--- src/mult_pkg.sv ---
// shared constants for the mailbox multiplier
// command and result word layouts assume OPND_W of 4 and WORD_W of 32
package mult_pkg;

        // ==============================
        // widths
        // ==============================
        localparam int OPND_W = 4;              // operand width
        localparam int PROD_W = 2 * OPND_W;     // product width, 8
        localparam int WORD_W = 32;             // ram word
        localparam int ADDR_W = 4;              // 16 words

        // ==============================
        // mailbox layout
        // ==============================
        localparam logic [ADDR_W-1:0] CMD_ADDR = ADDR_W'(0); // command word
        localparam logic [ADDR_W-1:0] RES_ADDR = ADDR_W'(1); // result word
        localparam int GO_BIT   = 31;           // cmd: request a multiply
        localparam int DONE_BIT = 31;           // res: product is ready
        localparam int MULT_LAT = 5;            // start strobe to done pulse

        // multiplier fsm, add/shift tell which op the current iteration does
        typedef enum logic [3:0] {
                MS_IDLE = 4'd0,
                MS_ADD,
                MS_SHIFT,
                MS_DONE
        } mult_state_t;

        typedef enum logic [3:0] {
                CS_POLL = 4'd0,                 // present CMD_ADDR
                CS_CHECK,                       // look at go bit
                CS_START,                       // strobe the multiplier
                CS_WAIT,                        // wait for done
                CS_WRITE_RES,
                CS_CLEAR_GO
        } ctrl_state_t;

        // active low, g in bit 6 down to a in bit 0
        localparam logic [6:0] SEG_FONT [0:15] = '{
                7'h40, 7'h79, 7'h24, 7'h30,     // 0 1 2 3
                7'h19, 7'h12, 7'h02, 7'h78,     // 4 5 6 7
                7'h00, 7'h10, 7'h08, 7'h03,     // 8 9 A b
                7'h46, 7'h21, 7'h06, 7'h0E      // C d E F
        };

endpackage

--- src/test_ram.sv ---
// dual-port test ram, contents not reset
// host port reads back its own write on the same edge; controller port reads old data
// host wins when both ports write one word together
`timescale 1ns/1ps

module test_ram (
        input  logic                        clk_i,
        // host side
        input  logic                        host_we_i,
        input  logic [mult_pkg::ADDR_W-1:0] host_addr_i,
        input  logic [mult_pkg::WORD_W-1:0] host_wdata_i,
        output logic [mult_pkg::WORD_W-1:0] host_rdata_o,
        // controller side
        input  logic                        ctl_we_i,
        input  logic [mult_pkg::ADDR_W-1:0] ctl_addr_i,
        input  logic [mult_pkg::WORD_W-1:0] ctl_wdata_i,
        output logic [mult_pkg::WORD_W-1:0] ctl_rdata_o
);
        import mult_pkg::*;

        logic [WORD_W-1:0] mem [0:(1<<ADDR_W)-1];

        always_ff @(posedge clk_i) begin
                // controller write first so the host write lands last
                if (ctl_we_i)
                        mem[ctl_addr_i] <= ctl_wdata_i;
                if (host_we_i)
                        mem[host_addr_i] <= host_wdata_i;

                // host read, own write shows through
                if (host_we_i)
                        host_rdata_o <= host_wdata_i;
                else
                        host_rdata_o <= mem[host_addr_i];

                ctl_rdata_o <= mem[ctl_addr_i]; // old contents
        end

endmodule

--- src/shift_add_multiplier.sv ---
// unsigned shift-add multiplier, one iteration per cycle
// done pulses MULT_LAT cycles after start; start outside MS_IDLE is ignored
`timescale 1ns/1ps

module shift_add_multiplier (
        input  logic                        clk_i,
        input  logic                        rst_n_i,
        input  logic                        start_i,
        input  logic [mult_pkg::OPND_W-1:0] op_a_i,
        input  logic [mult_pkg::OPND_W-1:0] op_b_i,
        output logic                        done_o,
        output logic [mult_pkg::PROD_W-1:0] product_o,
        output mult_pkg::mult_state_t       state_o
);
        import mult_pkg::*;

        localparam int CNT_W = $clog2(OPND_W);

        mult_state_t        state_q;
        logic [CNT_W-1:0]   iter_q;             // iteration index
        logic [PROD_W-1:0]  acc_q;              // running product
        logic [PROD_W-1:0]  mcand_q;            // multiplicand, shifts left
        logic [OPND_W-1:0]  mplier_q;           // multiplier, shifts right

        wire go = start_i && (state_q == MS_IDLE);
        wire busy = (state_q == MS_ADD) || (state_q == MS_SHIFT);

        // ==============================
        // control
        // ==============================
        always_ff @(posedge clk_i or negedge rst_n_i) begin
                if (!rst_n_i) begin
                        state_q <= MS_IDLE;
                        iter_q  <= '0;
                        acc_q   <= '0;
                end else if (go) begin
                        iter_q  <= '0;
                        acc_q   <= '0;
                        state_q <= op_b_i[0] ? MS_ADD : MS_SHIFT;      // first bit decides
                end else if (busy) begin
                        if (state_q == MS_ADD)
                                acc_q <= acc_q + mcand_q;
                        iter_q <= iter_q + 1'b1;
                        if (iter_q == CNT_W'(OPND_W-1))
                                state_q <= MS_DONE;                    // last bit done
                        else
                                state_q <= mplier_q[1] ? MS_ADD : MS_SHIFT;
                end else if (state_q == MS_DONE) begin
                        state_q <= MS_IDLE;
                end
        end

        // operand shifters, loaded on start
        always_ff @(posedge clk_i) begin
                if (go) begin
                        mcand_q  <= PROD_W'(op_a_i);
                        mplier_q <= op_b_i;
                end else if (busy) begin
                        mcand_q  <= mcand_q << 1;
                        mplier_q <= mplier_q >> 1;
                end
        end

        assign done_o    = (state_q == MS_DONE);
        assign product_o = acc_q;               // valid from done to next start
        assign state_o   = state_q;

endmodule

--- src/mailbox_controller.sv ---
// polls the command word, runs one multiply at a time, posts the result
// the host must not rewrite CMD_ADDR until DONE_BIT shows in the result word
`timescale 1ns/1ps

module mailbox_controller (
        input  logic                        clk_i,
        input  logic                        rst_n_i,
        // ram controller port
        output logic [mult_pkg::ADDR_W-1:0] ram_addr_o,
        output logic                        ram_we_o,
        output logic [mult_pkg::WORD_W-1:0] ram_wdata_o,
        input  logic [mult_pkg::WORD_W-1:0] ram_rdata_i,
        // multiplier link
        output logic                        mult_start_o,
        output logic [mult_pkg::OPND_W-1:0] op_a_o,
        output logic [mult_pkg::OPND_W-1:0] op_b_o,
        input  logic                        mult_done_i,
        input  logic [mult_pkg::PROD_W-1:0] product_i,
        output mult_pkg::ctrl_state_t       state_o
);
        import mult_pkg::*;

        ctrl_state_t        state_q;
        logic [OPND_W-1:0]  op_a_q;
        logic [OPND_W-1:0]  op_b_q;

        // ==============================
        // state register
        // ==============================
        always_ff @(posedge clk_i or negedge rst_n_i) begin
                if (!rst_n_i) begin
                        state_q <= CS_POLL;
                        op_a_q  <= '0;          // display shows 0 out of reset
                        op_b_q  <= '0;
                end else begin
                        case (state_q)
                        CS_POLL:  state_q <= CS_CHECK;  // read data is back next cycle
                        CS_CHECK: begin
                                if (ram_rdata_i[GO_BIT]) begin
                                        op_a_q  <= ram_rdata_i[OPND_W-1:0];
                                        op_b_q  <= ram_rdata_i[2*OPND_W-1:OPND_W];
                                        state_q <= CS_START;
                                end else begin
                                        state_q <= CS_POLL;     // keep polling
                                end
                        end
                        CS_START: state_q <= CS_WAIT;
                        CS_WAIT: begin
                                if (mult_done_i)
                                        state_q <= CS_WRITE_RES;
                        end
                        CS_WRITE_RES: state_q <= CS_CLEAR_GO;
                        CS_CLEAR_GO:  state_q <= CS_POLL;
                        default:      state_q <= CS_POLL;
                        endcase
                end
        end

        // ==============================
        // ram and multiplier outputs
        // ==============================
        always_comb begin
                ram_addr_o  = CMD_ADDR;         // idle address is the command word
                ram_we_o    = 1'b0;
                ram_wdata_o = '0;
                case (state_q)
                CS_WRITE_RES: begin
                        ram_addr_o                = RES_ADDR;
                        ram_we_o                  = 1'b1;
                        ram_wdata_o[DONE_BIT]     = 1'b1;
                        ram_wdata_o[PROD_W-1:0]   = product_i;  // held since done
                end
                CS_CLEAR_GO: begin
                        // same operands, go bit left at 0
                        ram_we_o                         = 1'b1;
                        ram_wdata_o[OPND_W-1:0]          = op_a_q;
                        ram_wdata_o[2*OPND_W-1:OPND_W]   = op_b_q;
                end
                default: ;
                endcase
        end

        assign mult_start_o = (state_q == CS_START);    // one cycle strobe
        assign op_a_o       = op_a_q;
        assign op_b_o       = op_b_q;
        assign state_o      = state_q;

endmodule

--- src/hex_display.sv ---
// six seven-segment digits, active low, no decimal points
// inputs are sampled once per clock, digits lag by one cycle
`timescale 1ns/1ps

module hex_display (
        input  logic                        clk_i,
        input  logic                        rst_n_i,
        input  logic [mult_pkg::OPND_W-1:0] op_a_i,
        input  logic [mult_pkg::OPND_W-1:0] op_b_i,
        input  mult_pkg::mult_state_t       mult_state_i,
        input  mult_pkg::ctrl_state_t       ctrl_state_i,
        input  logic [mult_pkg::PROD_W-1:0] product_i,
        output logic [6:0]                  hex0_o,
        output logic [6:0]                  hex1_o,
        output logic [6:0]                  hex2_o,
        output logic [6:0]                  hex3_o,
        output logic [6:0]                  hex4_o,
        output logic [6:0]                  hex5_o
);
        import mult_pkg::*;

        logic [OPND_W-1:0]  a_q;
        logic [OPND_W-1:0]  b_q;
        mult_state_t        ms_q;
        ctrl_state_t        cs_q;
        logic [PROD_W-1:0]  prod_q;

        // ==============================
        // display registers
        // ==============================
        always_ff @(posedge clk_i or negedge rst_n_i) begin
                if (!rst_n_i) begin
                        a_q    <= '0;           // every digit reads 0
                        b_q    <= '0;
                        ms_q   <= MS_IDLE;
                        cs_q   <= CS_POLL;
                        prod_q <= '0;
                end else begin
                        a_q    <= op_a_i;
                        b_q    <= op_b_i;
                        ms_q   <= mult_state_i;
                        cs_q   <= ctrl_state_i;
                        prod_q <= product_i;
                end
        end

        // font lookup
        assign hex0_o = SEG_FONT[a_q];
        assign hex1_o = SEG_FONT[b_q];
        assign hex2_o = SEG_FONT[ms_q];                 // enums are one nibble
        assign hex3_o = SEG_FONT[cs_q];
        assign hex4_o = SEG_FONT[prod_q[3:0]];          // low nibble
        assign hex5_o = SEG_FONT[prod_q[7:4]];

endmodule

--- src/mult_soc_top.sv ---
// fabric top: ram, mailbox controller, multiplier and displays
// host port stands in for the processor side, one command in flight
`timescale 1ns/1ps

module mult_soc_top (
        input  logic                        clk_i,
        input  logic                        rst_n_i,
        // host port
        input  logic                        host_we_i,
        input  logic [mult_pkg::ADDR_W-1:0] host_addr_i,
        input  logic [mult_pkg::WORD_W-1:0] host_wdata_i,
        output logic [mult_pkg::WORD_W-1:0] host_rdata_o,
        // seven-segment digits
        output logic [6:0]                  hex0_o,
        output logic [6:0]                  hex1_o,
        output logic [6:0]                  hex2_o,
        output logic [6:0]                  hex3_o,
        output logic [6:0]                  hex4_o,
        output logic [6:0]                  hex5_o
);
        import mult_pkg::*;

        // ==============================
        // internal wiring
        // ==============================
        logic [ADDR_W-1:0]  ram_addr;
        logic               ram_we;
        logic [WORD_W-1:0]  ram_wdata;
        logic [WORD_W-1:0]  ram_rdata;
        logic               mult_start;
        logic               mult_done;
        logic [OPND_W-1:0]  op_a;
        logic [OPND_W-1:0]  op_b;
        logic [PROD_W-1:0]  product;
        mult_state_t        mult_state;
        ctrl_state_t        ctrl_state;

        test_ram u_ram (
                .clk_i        (clk_i),
                .host_we_i    (host_we_i),
                .host_addr_i  (host_addr_i),
                .host_wdata_i (host_wdata_i),
                .host_rdata_o (host_rdata_o),
                .ctl_we_i     (ram_we),         // controller side
                .ctl_addr_i   (ram_addr),
                .ctl_wdata_i  (ram_wdata),
                .ctl_rdata_o  (ram_rdata)
        );

        mailbox_controller u_ctrl (
                .clk_i        (clk_i),
                .rst_n_i      (rst_n_i),
                .ram_addr_o   (ram_addr),
                .ram_we_o     (ram_we),
                .ram_wdata_o  (ram_wdata),
                .ram_rdata_i  (ram_rdata),
                .mult_start_o (mult_start),
                .op_a_o       (op_a),
                .op_b_o       (op_b),
                .mult_done_i  (mult_done),
                .product_i    (product),
                .state_o      (ctrl_state)
        );

        shift_add_multiplier u_mult (
                .clk_i     (clk_i),
                .rst_n_i   (rst_n_i),
                .start_i   (mult_start),
                .op_a_i    (op_a),
                .op_b_i    (op_b),
                .done_o    (mult_done),
                .product_o (product),
                .state_o   (mult_state)
        );

        hex_display u_disp (
                .clk_i        (clk_i),
                .rst_n_i      (rst_n_i),
                .op_a_i       (op_a),
                .op_b_i       (op_b),
                .mult_state_i (mult_state),     // hex2
                .ctrl_state_i (ctrl_state),     // hex3
                .product_i    (product),
                .hex0_o       (hex0_o),
                .hex1_o       (hex1_o),
                .hex2_o       (hex2_o),
                .hex3_o       (hex3_o),
                .hex4_o       (hex4_o),
                .hex5_o       (hex5_o)
        );

endmodule

--- config.mk ---
export PLATFORM = sky130hd
export DESIGN_NAME = mult_soc_top
export DESIGN_NICKNAME = d
export VERILOG_FILES = /design/src/mult_pkg.sv /design/src/test_ram.sv /design/src/shift_add_multiplier.sv /design/src/mailbox_controller.sv /design/src/hex_display.sv /design/src/mult_soc_top.sv
export SDC_FILE = /design/constraint.sdc
export NUM_CORES = 1
export LEC_CHECK = 0
export BUFFER_PORTS_ARGS = -buffer_cell sky130_fd_sc_hd__buf_2
export CORE_MARGIN = 4
export CORE_UTILIZATION = 39
export CTS_CLUSTER_DIAMETER = 200
export CTS_CLUSTER_SIZE = 12
export DETAILED_ROUTE_END_ITERATION = 10
export GPL_TIMING_DRIVEN = 0
export PLACE_DENSITY = 0.54
export SLEW_MARGIN = 20
export SYNTH_ARGS = -nofsm -noshare
export SYNTH_HDL_FRONTEND = slang
export SYNTH_SLANG_ARGS = --single-unit
--- constraint.sdc ---
create_clock -name clk_i -period 2.6 [get_ports clk_i]
set_clock_uncertainty 0.05 [all_clocks]
set_input_delay 0.13 -clock clk_i [delete_from_list [all_inputs] [get_ports clk_i]]
set_output_delay 0.13 -clock clk_i [all_outputs]
set_load 0.03 [all_outputs]
==> flow_metrics.py, run 1 <==
metrics = {
    "drt": {
        "drt-wirelength-per-cell_um": 23.3,
        "ant_nets": 0,
        "routed_via_density": 5.23,
        "totalWireLength_um": 58200,
        "drt-pass1-iter-count": 6,
        "drc": 0,
        "drt-initial-drc-count": 1059,
        "vias": 13100,
    },
    "global_route": {
        "gr-total-overflow": 0,
        "grt_pass1_vias": 13832,
        "antenna_found_initial": 5,
        "grt_start_max_net_pins": 45,
        "grt_pass1_wl_um": 88300,
        "gr-usage-all-layers_pct": 17.4,
    },
    "setup_path": {
        "worst-endpoint-arrival_ns": 2.75,
        "cpMostUsedCell": "buf_2",
        "cpMaxStageDelayCell": "nor2_4",
        "end_kind": "register",
        "criticalPathCategory": "input port to register",
        "critPathTopFamily": "buffers and inverters",
        "setup.worst_path.start": "host_addr_i[1]",
        "slowest_delay_ns": 0.67,
        "crit_buf_inv": 4,
        "crit_path_max_fanout": 17,
        "critPathLaunchType": "input port",
        "r2r-start": "u_ctrl.state_o[2]",
        "cp_cell_sequence": "buf_2 > buf_2 > buf_1 > nand2_1 > nor2_4 > buf_16",
        "crit_required_ns": 2.86,
    },
    "synth": {
        "synthFlopType": "edfxtp_1",
        "synth-seq-cells": 608,
        "synth-edff-count": 519,
        "ys_seq_area_share_pct": 71.2,
        "synth_cells": 1395,
        "syn-cell-area_mm2": 0.0247,
        "yosysWarnings": 0,
        "synth_cell_type_count": 50,
        "synth_nets": 1475,
        "syn-mean-instance-area_um2": 17.7,
        "synthArstFlopShare_pct": 7.24,
    },
    "sta": {
        "fmax_mhz": 401,
        "setup_violations": 0,
        "min_period_over_period_pct": 95.9,
        "drv_slew": 0,
        "hold_viol": 0,
        "rsz0062_at_grt": "no",
        "worst_pin_slew_ns": 0.981,
        "period_minus_slack_ns": 2.49,
        "relSlewSlack_pct": 34.6,
    },
    "pwr": {
        "total_power_uw": 24400,
        "power_density_mw_per_mm2": 842,
        "vdd_drop_max_v": 0.000696,
        "p_leak_uw": 0.0101,
    },
    "placed_design": {
        "gp_congestion": 0.770,
        "io_buffers": 108,
        "hpwl_um": 38800,
    },
    "die": {
        "core-area_mm2": 0.0622,
        "die_h_um": 260,
        "pin_count": 113,
        "start_util_pct": 39.7,
        "rows": 91,
        "fp.dieW_um": 260,
        "die_area_mm2": 0.0674,
    },
    "clocking": {
        "ctsRootBufferMaster": "clkbuf_16",
        "cts_tree": "built",
        "clk_latency_ns": 0.62,
        "htreeDepth": 2,
        "cts_buffers": 56,
        "clk_pin_slew_ns": 0.06,
        "clk_path_buf_depth": 3,
        "cts_sinks": 608,
    },
    "layout": {
        "drive_gt1_share_pct": 28.0,
        "syn_to_final_growth_pct": 17.4,
        "fin_util_pct": 46.6,
        "final_common_cell": "edfxtp_1",
        "nNetsFinal": 1701,
        "most-common-layout-cells": "edfxtp_1 (519), mux4_2 (132), buf_2 (127)",
    },
    "hold_path": {
        "hp-class": "input port to async pin",
    },
    "status": {
        "status": "completed",
    },
    "flow_run": {
        "drv_cap": 0,
    },
}
cell families (layout without fill, tap and decap cells):
logic type	Yosys count	in the layout	synth area share (%)
flops	608	608	71.2
fa+ha+maj	41	41	2.11
compound gates	148	148	3.54
xor+xnor	3	3	0.106
simple gates	228	228	4.13
mux	232	232	16.5
buf+inv	134	404	2.37
other cells	1	3	0.0152
where the power goes:
| part | internal [µW] | switching [µW] | total (µW) |
|---|---|---|---|
| registers | 11200 | 490 | 11700 |
| logic | 1920 | 3120 | 5040 |
| clock network | 4150 | 3490 | 7630 |
| total | 17300 | 7090 | 24400 |
final timing paths:
kind / to / slack (ns) / depth (start not counted)
min in group clk_i: u_ram.host_rdata_o[0] / 0.15 / 4
max in group asynchronous: u_ctrl.op_b_o[0] / 2.09 / 2
worst min-delay path: u_ctrl.op_a_o[0] / 0.02 / 2
worst min register to register: u_disp.cs_q[1] / 0.32 / 0
worst max-delay path: u_ram.mem[15][21] / 0.11 / 6
worst max register to register: u_ram.mem[1][9] / 0.29 / 5
worst reg2reg max path, cell delays in order, from the launching register on:
cell,delay [ns]
dfrtp_1,0.34
clkbuf_1,0.27
or3b_2,0.49
clkbuf_1,0.29
nand2_4,0.33
buf_12,0.23
synth_stat cells (all sizes together) (8+ instances only):
master	n	area [µm²]
mux4	132	2970
nor2b	10	62.6
ha	40	500
nor2	108	405
nor3	8	45.0
clkbuf	43	161
edfxtp	519	15600
o22ai	35	219
o21ai	20	100
dfxtp	45	901
mux2i	22	220
dfrtp	44	1100
mux2	78	878
inv	56	210
nand2b	9	56.3
a22oi	9	67.6
a21oi	64	320
buf	35	214
nand2	62	233
flip-flops by register name (all words and copies together), names as in the netlist:
signal              count
u_ctrl.op_a_o           4
u_ctrl.op_b_o           4
u_ctrl.state_o          3
u_disp.a_q              4
u_disp.b_q              4
u_disp.cs_q             3
u_disp.ms_q             2
u_disp.prod_q           8
u_mult.iter_q           2
u_mult.mcand_q          8
u_mult.mplier_q         3
u_mult.product_o        8
u_mult.state_o          2
u_ram.ctl_rdata_o       9
u_ram.host_rdata_o     32
u_ram.mem             512
layout make-up:
| type | count | area, µm² |
|---|---|---|
| antenna | 2 | 5.00 |
| buffer | 77 | 374 |
| clock buffer | 98 | 1560 |
| clock inverter | 4 | 75.1 |
| fill | 5369 | 33200 |
| inverter | 56 | 210 |
| multi-input combinational | 653 | 6650 |
| sequential | 608 | 17600 |
| tap | 837 | 1050 |
| timing repair buffer | 169 | 1470 |
routing by layer:
layer	routed length, µm	track usage (%)	share of wire (%)	vias to the layer above
met4	1020	3.87	1.8	4
met5	23	0	0.039	-
li1	-	-	-	5900
met1	25000	23.2	43	6790
met3	2780	3.07	4.8	77
met2	29400	30.1	50	329
per-stage QoR:
step	cells	cell area [µm²]	hold slack [ns]	setup slack, ns	setup TNS, ns
5_1_grt	2502	29000	0.0473	0.00511	0
6_report	2504	29000	0.0177	0.106	0
3_3_place_gp	2340	26300	0.306	-2.90	-1045.84
2_1_floorplan	1395	24700	-0.216	-0.288	-83.18
3_5_place_dp	2367	27000	0.309	-0.696	-178.49
4_1_cts	2501	28900	0.114	0.0431	0
what timing repair did:
item,4_1_cts,5_1_grt
setup buffers,0,1
setup endpoints to repair,11,45
resized for setup,1,8
endpoints found under the hold margin,578,0
pin swaps,0,1
hold buffers,33,0
(Power assumes the default switching activity.)
==> run 2, diff against run 1 <==
--- a/config.mk
+++ b/config.mk
@@ -12,8 +12,9 @@
 export CTS_CLUSTER_SIZE = 12
 export DETAILED_ROUTE_END_ITERATION = 10
 export GPL_TIMING_DRIVEN = 0
-export PLACE_DENSITY = 0.54
+export PLACE_DENSITY = 0.53
 export SLEW_MARGIN = 20
 export SYNTH_ARGS = -nofsm -noshare
 export SYNTH_HDL_FRONTEND = slang
+export SYNTH_HIERARCHICAL = 1
 export SYNTH_SLANG_ARGS = --single-unit
==> run 2 against run 1 <==
  * Register-to-register slack lost 0.24 ns
  * Setup slack lost 0.073 ns
  * Sequential share of layout area shrank 14 points
  * First-iteration DRC count grew 110%
  * Global-route usage grew 7.8 points
  * Critical path type unchanged
  * Critical path depth grew 1
  * Hold slack lost 0.0051 ns
  * Cell count grew 47%
  * Area after synthesis grew 33%
==> flow_metrics.py, run 2 <==
metrics = {
    "pwr": {
        "p_leak_uw": 0.0139,
        "power_density_mw_per_mm2": 720,
        "vdd_drop_max_v": 0.000603,
    },
    "layout": {
        "stdcell_area_mm2": 0.0382,
        "syn_to_final_growth_pct": 16.4,
        "drive_gt1_share_pct": 40.1,
        "most-common-layout-cells": "mux2_2 (545), edfxtp_1 (519), mux2i_1 (192)",
        "nFillCells": 7480,
        "fin_util_pct": 45.7,
        "largest_register": "u_ram/mem",
        "largest_register_ffs": 512,
        "reg.largest.list": "u_ram/mem: 512 flops, u_ram/host_rdata_o: 32 flops, u_ram/ctl_rdata_o: 9 flops",
        "final_common_cell": "mux2_2",
        "nNetsFinal": 2634,
        "fin_cells": 3676,
    },
    "sta": {
        "relSlewSlack_pct": 14.8,
        "min_period_over_period_pct": 98.7,
        "rsz0062_at_grt": "no",
        "drv_slew": 0,
        "hold_viol": 0,
        "setup_violations": 0,
        "period_minus_slack_ns": 2.57,
        "fmax_mhz": 390,
        "worst_pin_slew_ns": 1.28,
    },
    "setup_path": {
        "critPathLaunchType": "input port",
        "crit_path_max_fanout": 13,
        "criticalPathCategory": "input port to register",
        "end_kind": "register",
        "r2r-start": "u_ctrl/state_o[1]",
        "setup.worst_path.start": "host_addr_i[3]",
        "crit_required_ns": 2.87,
        "worst-endpoint-arrival_ns": 2.84,
    },
    "die": {
        "die_h_um": 298,
        "core-area_mm2": 0.0836,
        "pin_count": 113,
        "die_area_mm2": 0.0888,
        "fp.dieW_um": 298,
        "rows": 106,
        "start_util_pct": 39.3,
    },
    "global_route": {
        "grt_start_max_net_pins": 48,
        "antenna_found_initial": 4,
        "grt_pass1_vias": 21960,
        "gr-usage-all-layers_pct": 25.2,
        "grt_pass1_wl_um": 162000,
        "gr-total-overflow": 0,
    },
    "clocking": {
        "clk_latency_ns": 0.65,
        "cts_sinks": 611,
        "htreeDepth": 2,
        "cts_buffers": 56,
        "ctsRootBufferMaster": "clkbuf_16",
        "clk_pin_slew_ns": 0.07,
        "cts_tree": "built",
        "clk_path_buf_depth": 3,
    },
    "placed_design": {
        "hpwl_um": 77100,
        "dp_cells": 3517,
        "gp_congestion": 0.873,
        "placed_area_mm2": 0.0360,
        "io_buffers": 110,
    },
    "drt": {
        "ant_nets": 0,
        "drc": 0,
        "drt-wirelength-per-cell_um": 31.2,
        "drt-initial-drc-count": 2207,
        "totalWireLength_um": 115000,
        "routed_via_density": 5.96,
        "drt-pass1-iter-count": 6,
        "vias": 21899,
    },
    "synth": {
        "synth_cells": 2260,
        "syn-mean-instance-area_um2": 14.5,
        "yosysWarnings": 6,
        "syn-cell-area_mm2": 0.0328,
    },
    "hold_path": {
        "hp-class": "input port to async pin",
    },
    "flow_run": {
        "drv_cap": 0,
    },
    "status": {
        "status": "completed",
    },
}
==> run 2: cell types whose count changed in the layout (fill, tap and decap cells not counted), sizes merged, moves of 17 or more <==
cell | previous run | this run
buf | 169 | 309
a21oi | 64 | 28
nor2 | 108 | 70
mux2i | 22 | 192
o21ai | 20 | 60
mux4 | 132 | 83
clkbuf | 142 | 213
inv | 58 | 27
conb | 1 | 29
a221oi | 0 | 17
mux2 | 78 | 553
nand2 | 62 | 33
o22ai | 35 | 90
==> run 2: what timing repair did <==
action | in CTS | in global routing
pin swaps | 3 | 1
hold buffers | 33 | 0
gates cloned | 0 | 0
setup endpoints to repair | 73 | 82
resized for setup | 10 | 11
endpoints found under the hold margin | 270 | 0
setup buffers | 11 | 3
==> run 2: critical path, cell delays in order <==
cell and delay [ns]:
buf_2 0.15, buf_4 0.26, nand3b_1 0.40, nor3_2 0.76, buf_2 0.48, o21bai_4 0.36, buf_12 0.26
==> run 2: final timing paths <==
kind	to	slack, ns	cells after the start
setup / recovery	u_ram/mem[8][8]	0.03	7
setup reg to reg	u_ram/ctl_rdata_o[6]	0.05	7
min in group clk_i	u_ram/mem[7][0]	0.24	4
max in group asynchronous	u_ctrl/state_o[1]	2.05	2
hold / removal	u_mult/product_o[3]	0.01	2
hold reg to reg	u_disp/cs_q[0]	0.35	0
==> run 2: routing by layer <==
metal	vias up	share of wire (%)	track usage, %
met3	291	8.3	4.27
met4	4	4.5	9.81
met5	-	0.024	0
li1	9291	-	-
met1	11168	40	33.1
met2	1145	47	41.9
==> run 2: stage by stage <==
stage                     setup WS, ns  power (µW)  TNS, ns  hold WS (ns)
after floorplan                 -0.287       17400   -27.17        -0.216
after global placement           -3.70       19300  -968.51         0.313
after detailed placement        -0.646       19600  -151.28         0.331
after CTS                      0.00116       27600        0         0.192
after global routing           0.00620       28800        0        0.0781
final                           0.0336       27500        0        0.0126
==> run 2: cell type report <==
| type | instances | area [µm²] | share of cell area (%) |
|---|---|---|---|
| sequential | 611 | 17700 | 46.3 |
| multi-input combinational | 1393 | 14000 | 36.7 |
| timing repair buffer | 197 | 2000 | 5.25 |
| clock buffer | 104 | 1600 | 4.20 |
| buffer | 255 | 1370 | 3.58 |
| tap | 1080 | 1350 | 3.54 |
| inverter | 27 | 101 | 0.266 |
| clock inverter | 2 | 46.3 | 0.121 |
| antenna | 7 | 17.5 | 0.0459 |
==> run 2: power breakdown <==
part           internal (µW)  total [µW]  leakage (µW)  switching, µW
clock network           4130        7890      0.000776           3750
logic                   3090        7530       0.00749           4440
registers              11400       12100       0.00568            604
total                  18700       27500        0.0139           8790
==> run 3, diff against run 2 <==
--- a/config.mk
+++ b/config.mk
@@ -12,7 +12,7 @@
 export CTS_CLUSTER_SIZE = 12
 export DETAILED_ROUTE_END_ITERATION = 10
 export GPL_TIMING_DRIVEN = 0
-export PLACE_DENSITY = 0.53
+export PLACE_DENSITY = 0.55
 export SLEW_MARGIN = 20
 export SYNTH_ARGS = -nofsm -noshare
 export SYNTH_HDL_FRONTEND = slang
==> constraint.sdc (replaced) <==
create_clock -name clk_i -period 2.3 [get_ports clk_i]
set_clock_uncertainty 0.05 [all_clocks]
set_input_delay 0.115 -clock clk_i [delete_from_list [all_inputs] [get_ports clk_i]]
set_output_delay 0.115 -clock clk_i [all_outputs]
set_load 0.03 [all_outputs]
==> run 3 against run 2 <==
  * Flip-flop and latch count is the same
  * Utilization grew 0.81 points
  * Clock-buffer cell count shrank 4
  * Combinational power grew 25%
  * Global-route usage shrank 0.66 points
  * Register-to-register slack lost 0.22 ns
  * Clock power grew 13%
  * First-iteration DRC count grew 0.54%
  * Hold slack lost 0.025 ns
  * Wire length shrank 2.0%
  * The run now ends with hold timing, setup timing left
==> flow_metrics.py, run 3 (same netlist as run 2, synthesis figures left out) <==
metrics = {
    "setup_path": {
        "crit_required_ns": 2.71,
        "setup.worst_path.start": "u_ctrl/state_o[1]",
        "crit_path_max_fanout": 8,
        "criticalPathCategory": "register to register",
        "rr_endpoint": "u_ram/ctl_rdata_o[0]",
        "end_kind": "register",
        "rrSetupSlack_ns": -0.17,
        "reg2reg_depth": 7,
        "worst-endpoint-arrival_ns": 2.88,
        "r2r-start": "u_ctrl/state_o[1]",
        "critPathLaunchType": "register",
    },
    "clocking": {
        "clk_pin_slew_ns": 0.07,
        "ctsRootBufferMaster": "clkbuf_16",
        "clk_latency_ns": 0.68,
        "cts_buffers": 56,
        "cts_sinks": 611,
        "htreeDepth": 2,
        "cts_tree": "built",
        "clk_path_buf_depth": 3,
    },
    "pwr": {
        "combPwrFrac_pct": 29.6,
        "p_leak_uw": 0.0142,
        "vdd_drop_max_v": 0.000860,
        "swShare_pct": 32.3,
        "p_clk_share_pct": 27.9,
        "power_density_mw_per_mm2": 822,
        "p_int_uw": 21600,
        "p_seq_share_pct": 42.5,
        "p_sw_uw": 10300,
    },
    "global_route": {
        "met1_usage_pct": 32.6,
        "grt_start_max_net_pins": 48,
        "use_met3_pct": 4.13,
        "grt_pass1_vias": 22042,
        "grt_pass1_wl_um": 158000,
        "gr-usage-all-layers_pct": 24.6,
        "antenna_found_initial": 4,
        "gr-total-overflow": 0,
        "grt-busiest-layer": "met2",
        "grt_use_met2_pct": 40.2,
    },
    "die": {
        "die_area_mm2": 0.0888,
        "fp.dieW_um": 298,
        "pin_count": 113,
        "core-area_mm2": 0.0836,
        "start_util_pct": 39.3,
        "rows": 106,
        "die_h_um": 298,
    },
    "layout": {
        "drive_gt1_share_pct": 43.2,
        "nNetsFinal": 2684,
        "largest_register": "u_ram/mem",
        "syn_to_final_growth_pct": 18.4,
        "reg.largest.list": "u_ram/mem: 512 flops, u_ram/host_rdata_o: 32 flops, u_ram/ctl_rdata_o: 9 flops",
        "largest_register_ffs": 512,
        "fin_cells": 3718,
        "final_common_cell": "mux2_2",
        "nFillCells": 7439,
        "most-common-layout-cells": "mux2_2 (545), edfxtp_1 (519), mux2i_1 (192)",
        "stdcell_area_mm2": 0.0388,
    },
    "drt": {
        "ant_nets": 0,
        "drc": 0,
        "drt-wirelength-per-cell_um": 30.2,
        "drt-pass1-iter-count": 7,
        "drt-initial-drc-count": 2219,
        "routed_via_density": 5.87,
        "totalWireLength_um": 112000,
        "vias": 21825,
    },
    "sta": {
        "rsz0062_at_grt": "yes",
        "hold_viol": 30,
        "worst_pin_slew_ns": 1.19,
        "min_period_over_period_pct": 107,
        "fin_ws_ns": -0.172,
        "fmax_mhz": 405,
        "setup_violations": 13,
        "hold_ws_ns": -0.0128,
        "drv_slew": 0,
        "relSlewSlack_pct": 20.8,
        "period_minus_slack_ns": 2.47,
        "fin_setup_tns_ns": -1.29,
    },
    "placed_design": {
        "placed_area_mm2": 0.0360,
        "gp_congestion": 0.858,
        "io_buffers": 110,
        "dp_cells": 3515,
        "hpwl_um": 74400,
    },
    "status": {
        "violations": "hold timing, setup timing",
        "status": "finished, violations left",
    },
    "hold_path": {
        "hp-class": "input port to async pin",
    },
    "flow_run": {
        "drv_cap": 0,
    },
}
run 3: per-stage QoR:
step | setup WS [ns] | utilization, % | total power (µW)
3_3_place_gp | -3.80 | 41.8 | 21800
4_1_cts | -0.290 | 46.2 | 31800
2_1_floorplan | -0.572 | - | 19700
3_5_place_dp | -1.16 | 43.1 | 22200
5_1_grt | -0.205 | 46.5 | 33400
6_report | -0.172 | 46.5 | 31900
run 3: cell type report:
| cell class | count | area (µm²) | share of cell area [%] |
|---|---|---|---|
| Antenna cell | 2 | 5.00 | 0.0129 |
| Timing Repair Buffer | 250 | 2530 | 6.51 |
| Tap cell | 1080 | 1350 | 3.48 |
| Buffer | 252 | 1360 | 3.50 |
| Clock buffer | 100 | 1570 | 4.03 |
| Inverter | 27 | 111 | 0.287 |
| Clock inverter | 3 | 76.3 | 0.196 |
| Sequential cell | 611 | 17700 | 45.5 |
| Multi-Input combinational cell | 1393 | 14200 | 36.5 |
run 3: layer usage:
| metal | vias to the layer above | share of wire, % | routed length, µm |
|---|---|---|---|
| li1 | 9365 | - | - |
| met2 | 1015 | 47 | 52800 |
| met1 | 11193 | 41 | 45600 |
| met3 | 248 | 7.8 | 8800 |
| met5 | - | 0.024 | 27 |
| met4 | 4 | 4.5 | 5070 |
run 3: power by group through the flow:
stage | logic, µW | registers, µW | clock network (µW)
2_1_floorplan | 5960 | 13700 | 0
3_3_place_gp | 7950 | 13900 | 0
3_5_place_dp | 8280 | 13900 | 0
4_1_cts | 9060 | 13600 | 9160
5_1_grt | 10100 | 13700 | 9610
6_report | 9450 | 13600 | 8890
run 3: how the worst max path moves through the flow:
stage | endpoint | slack (ns) | depth (start not counted)
2_1_floorplan | u_ram/mem[5][0] | -0.57 | 5
3_3_place_gp | u_ram/mem[5][9] | -3.80 | 5
3_5_place_dp | u_ram/mem[8][12] | -1.16 | 8
4_1_cts | u_ram/ctl_rdata_o[0] | -0.29 | 8
5_1_grt | u_ram/ctl_rdata_o[0] | -0.21 | 7
6_report | u_ram/ctl_rdata_o[0] | -0.17 | 7
run 3: what timing repair did:
action                                  CTS  global route
endpoints found under the hold margin   271             0
endpoints found under the setup margin  194           196
buffers inserted                         47            22
pin swaps                                 7             7
cloned                                    3             0
hold buffers                             33             0
resized for setup                        80            44
run 3: critical path: stages (launching register included):
cell and delay (ns):
dfrtp_2 0.40, or2b_4 0.28, nor2_4 0.15, buf_6 0.13
buf_12 0.10, buf_12 0.16, mux4_2 0.50, mux4_2 0.52
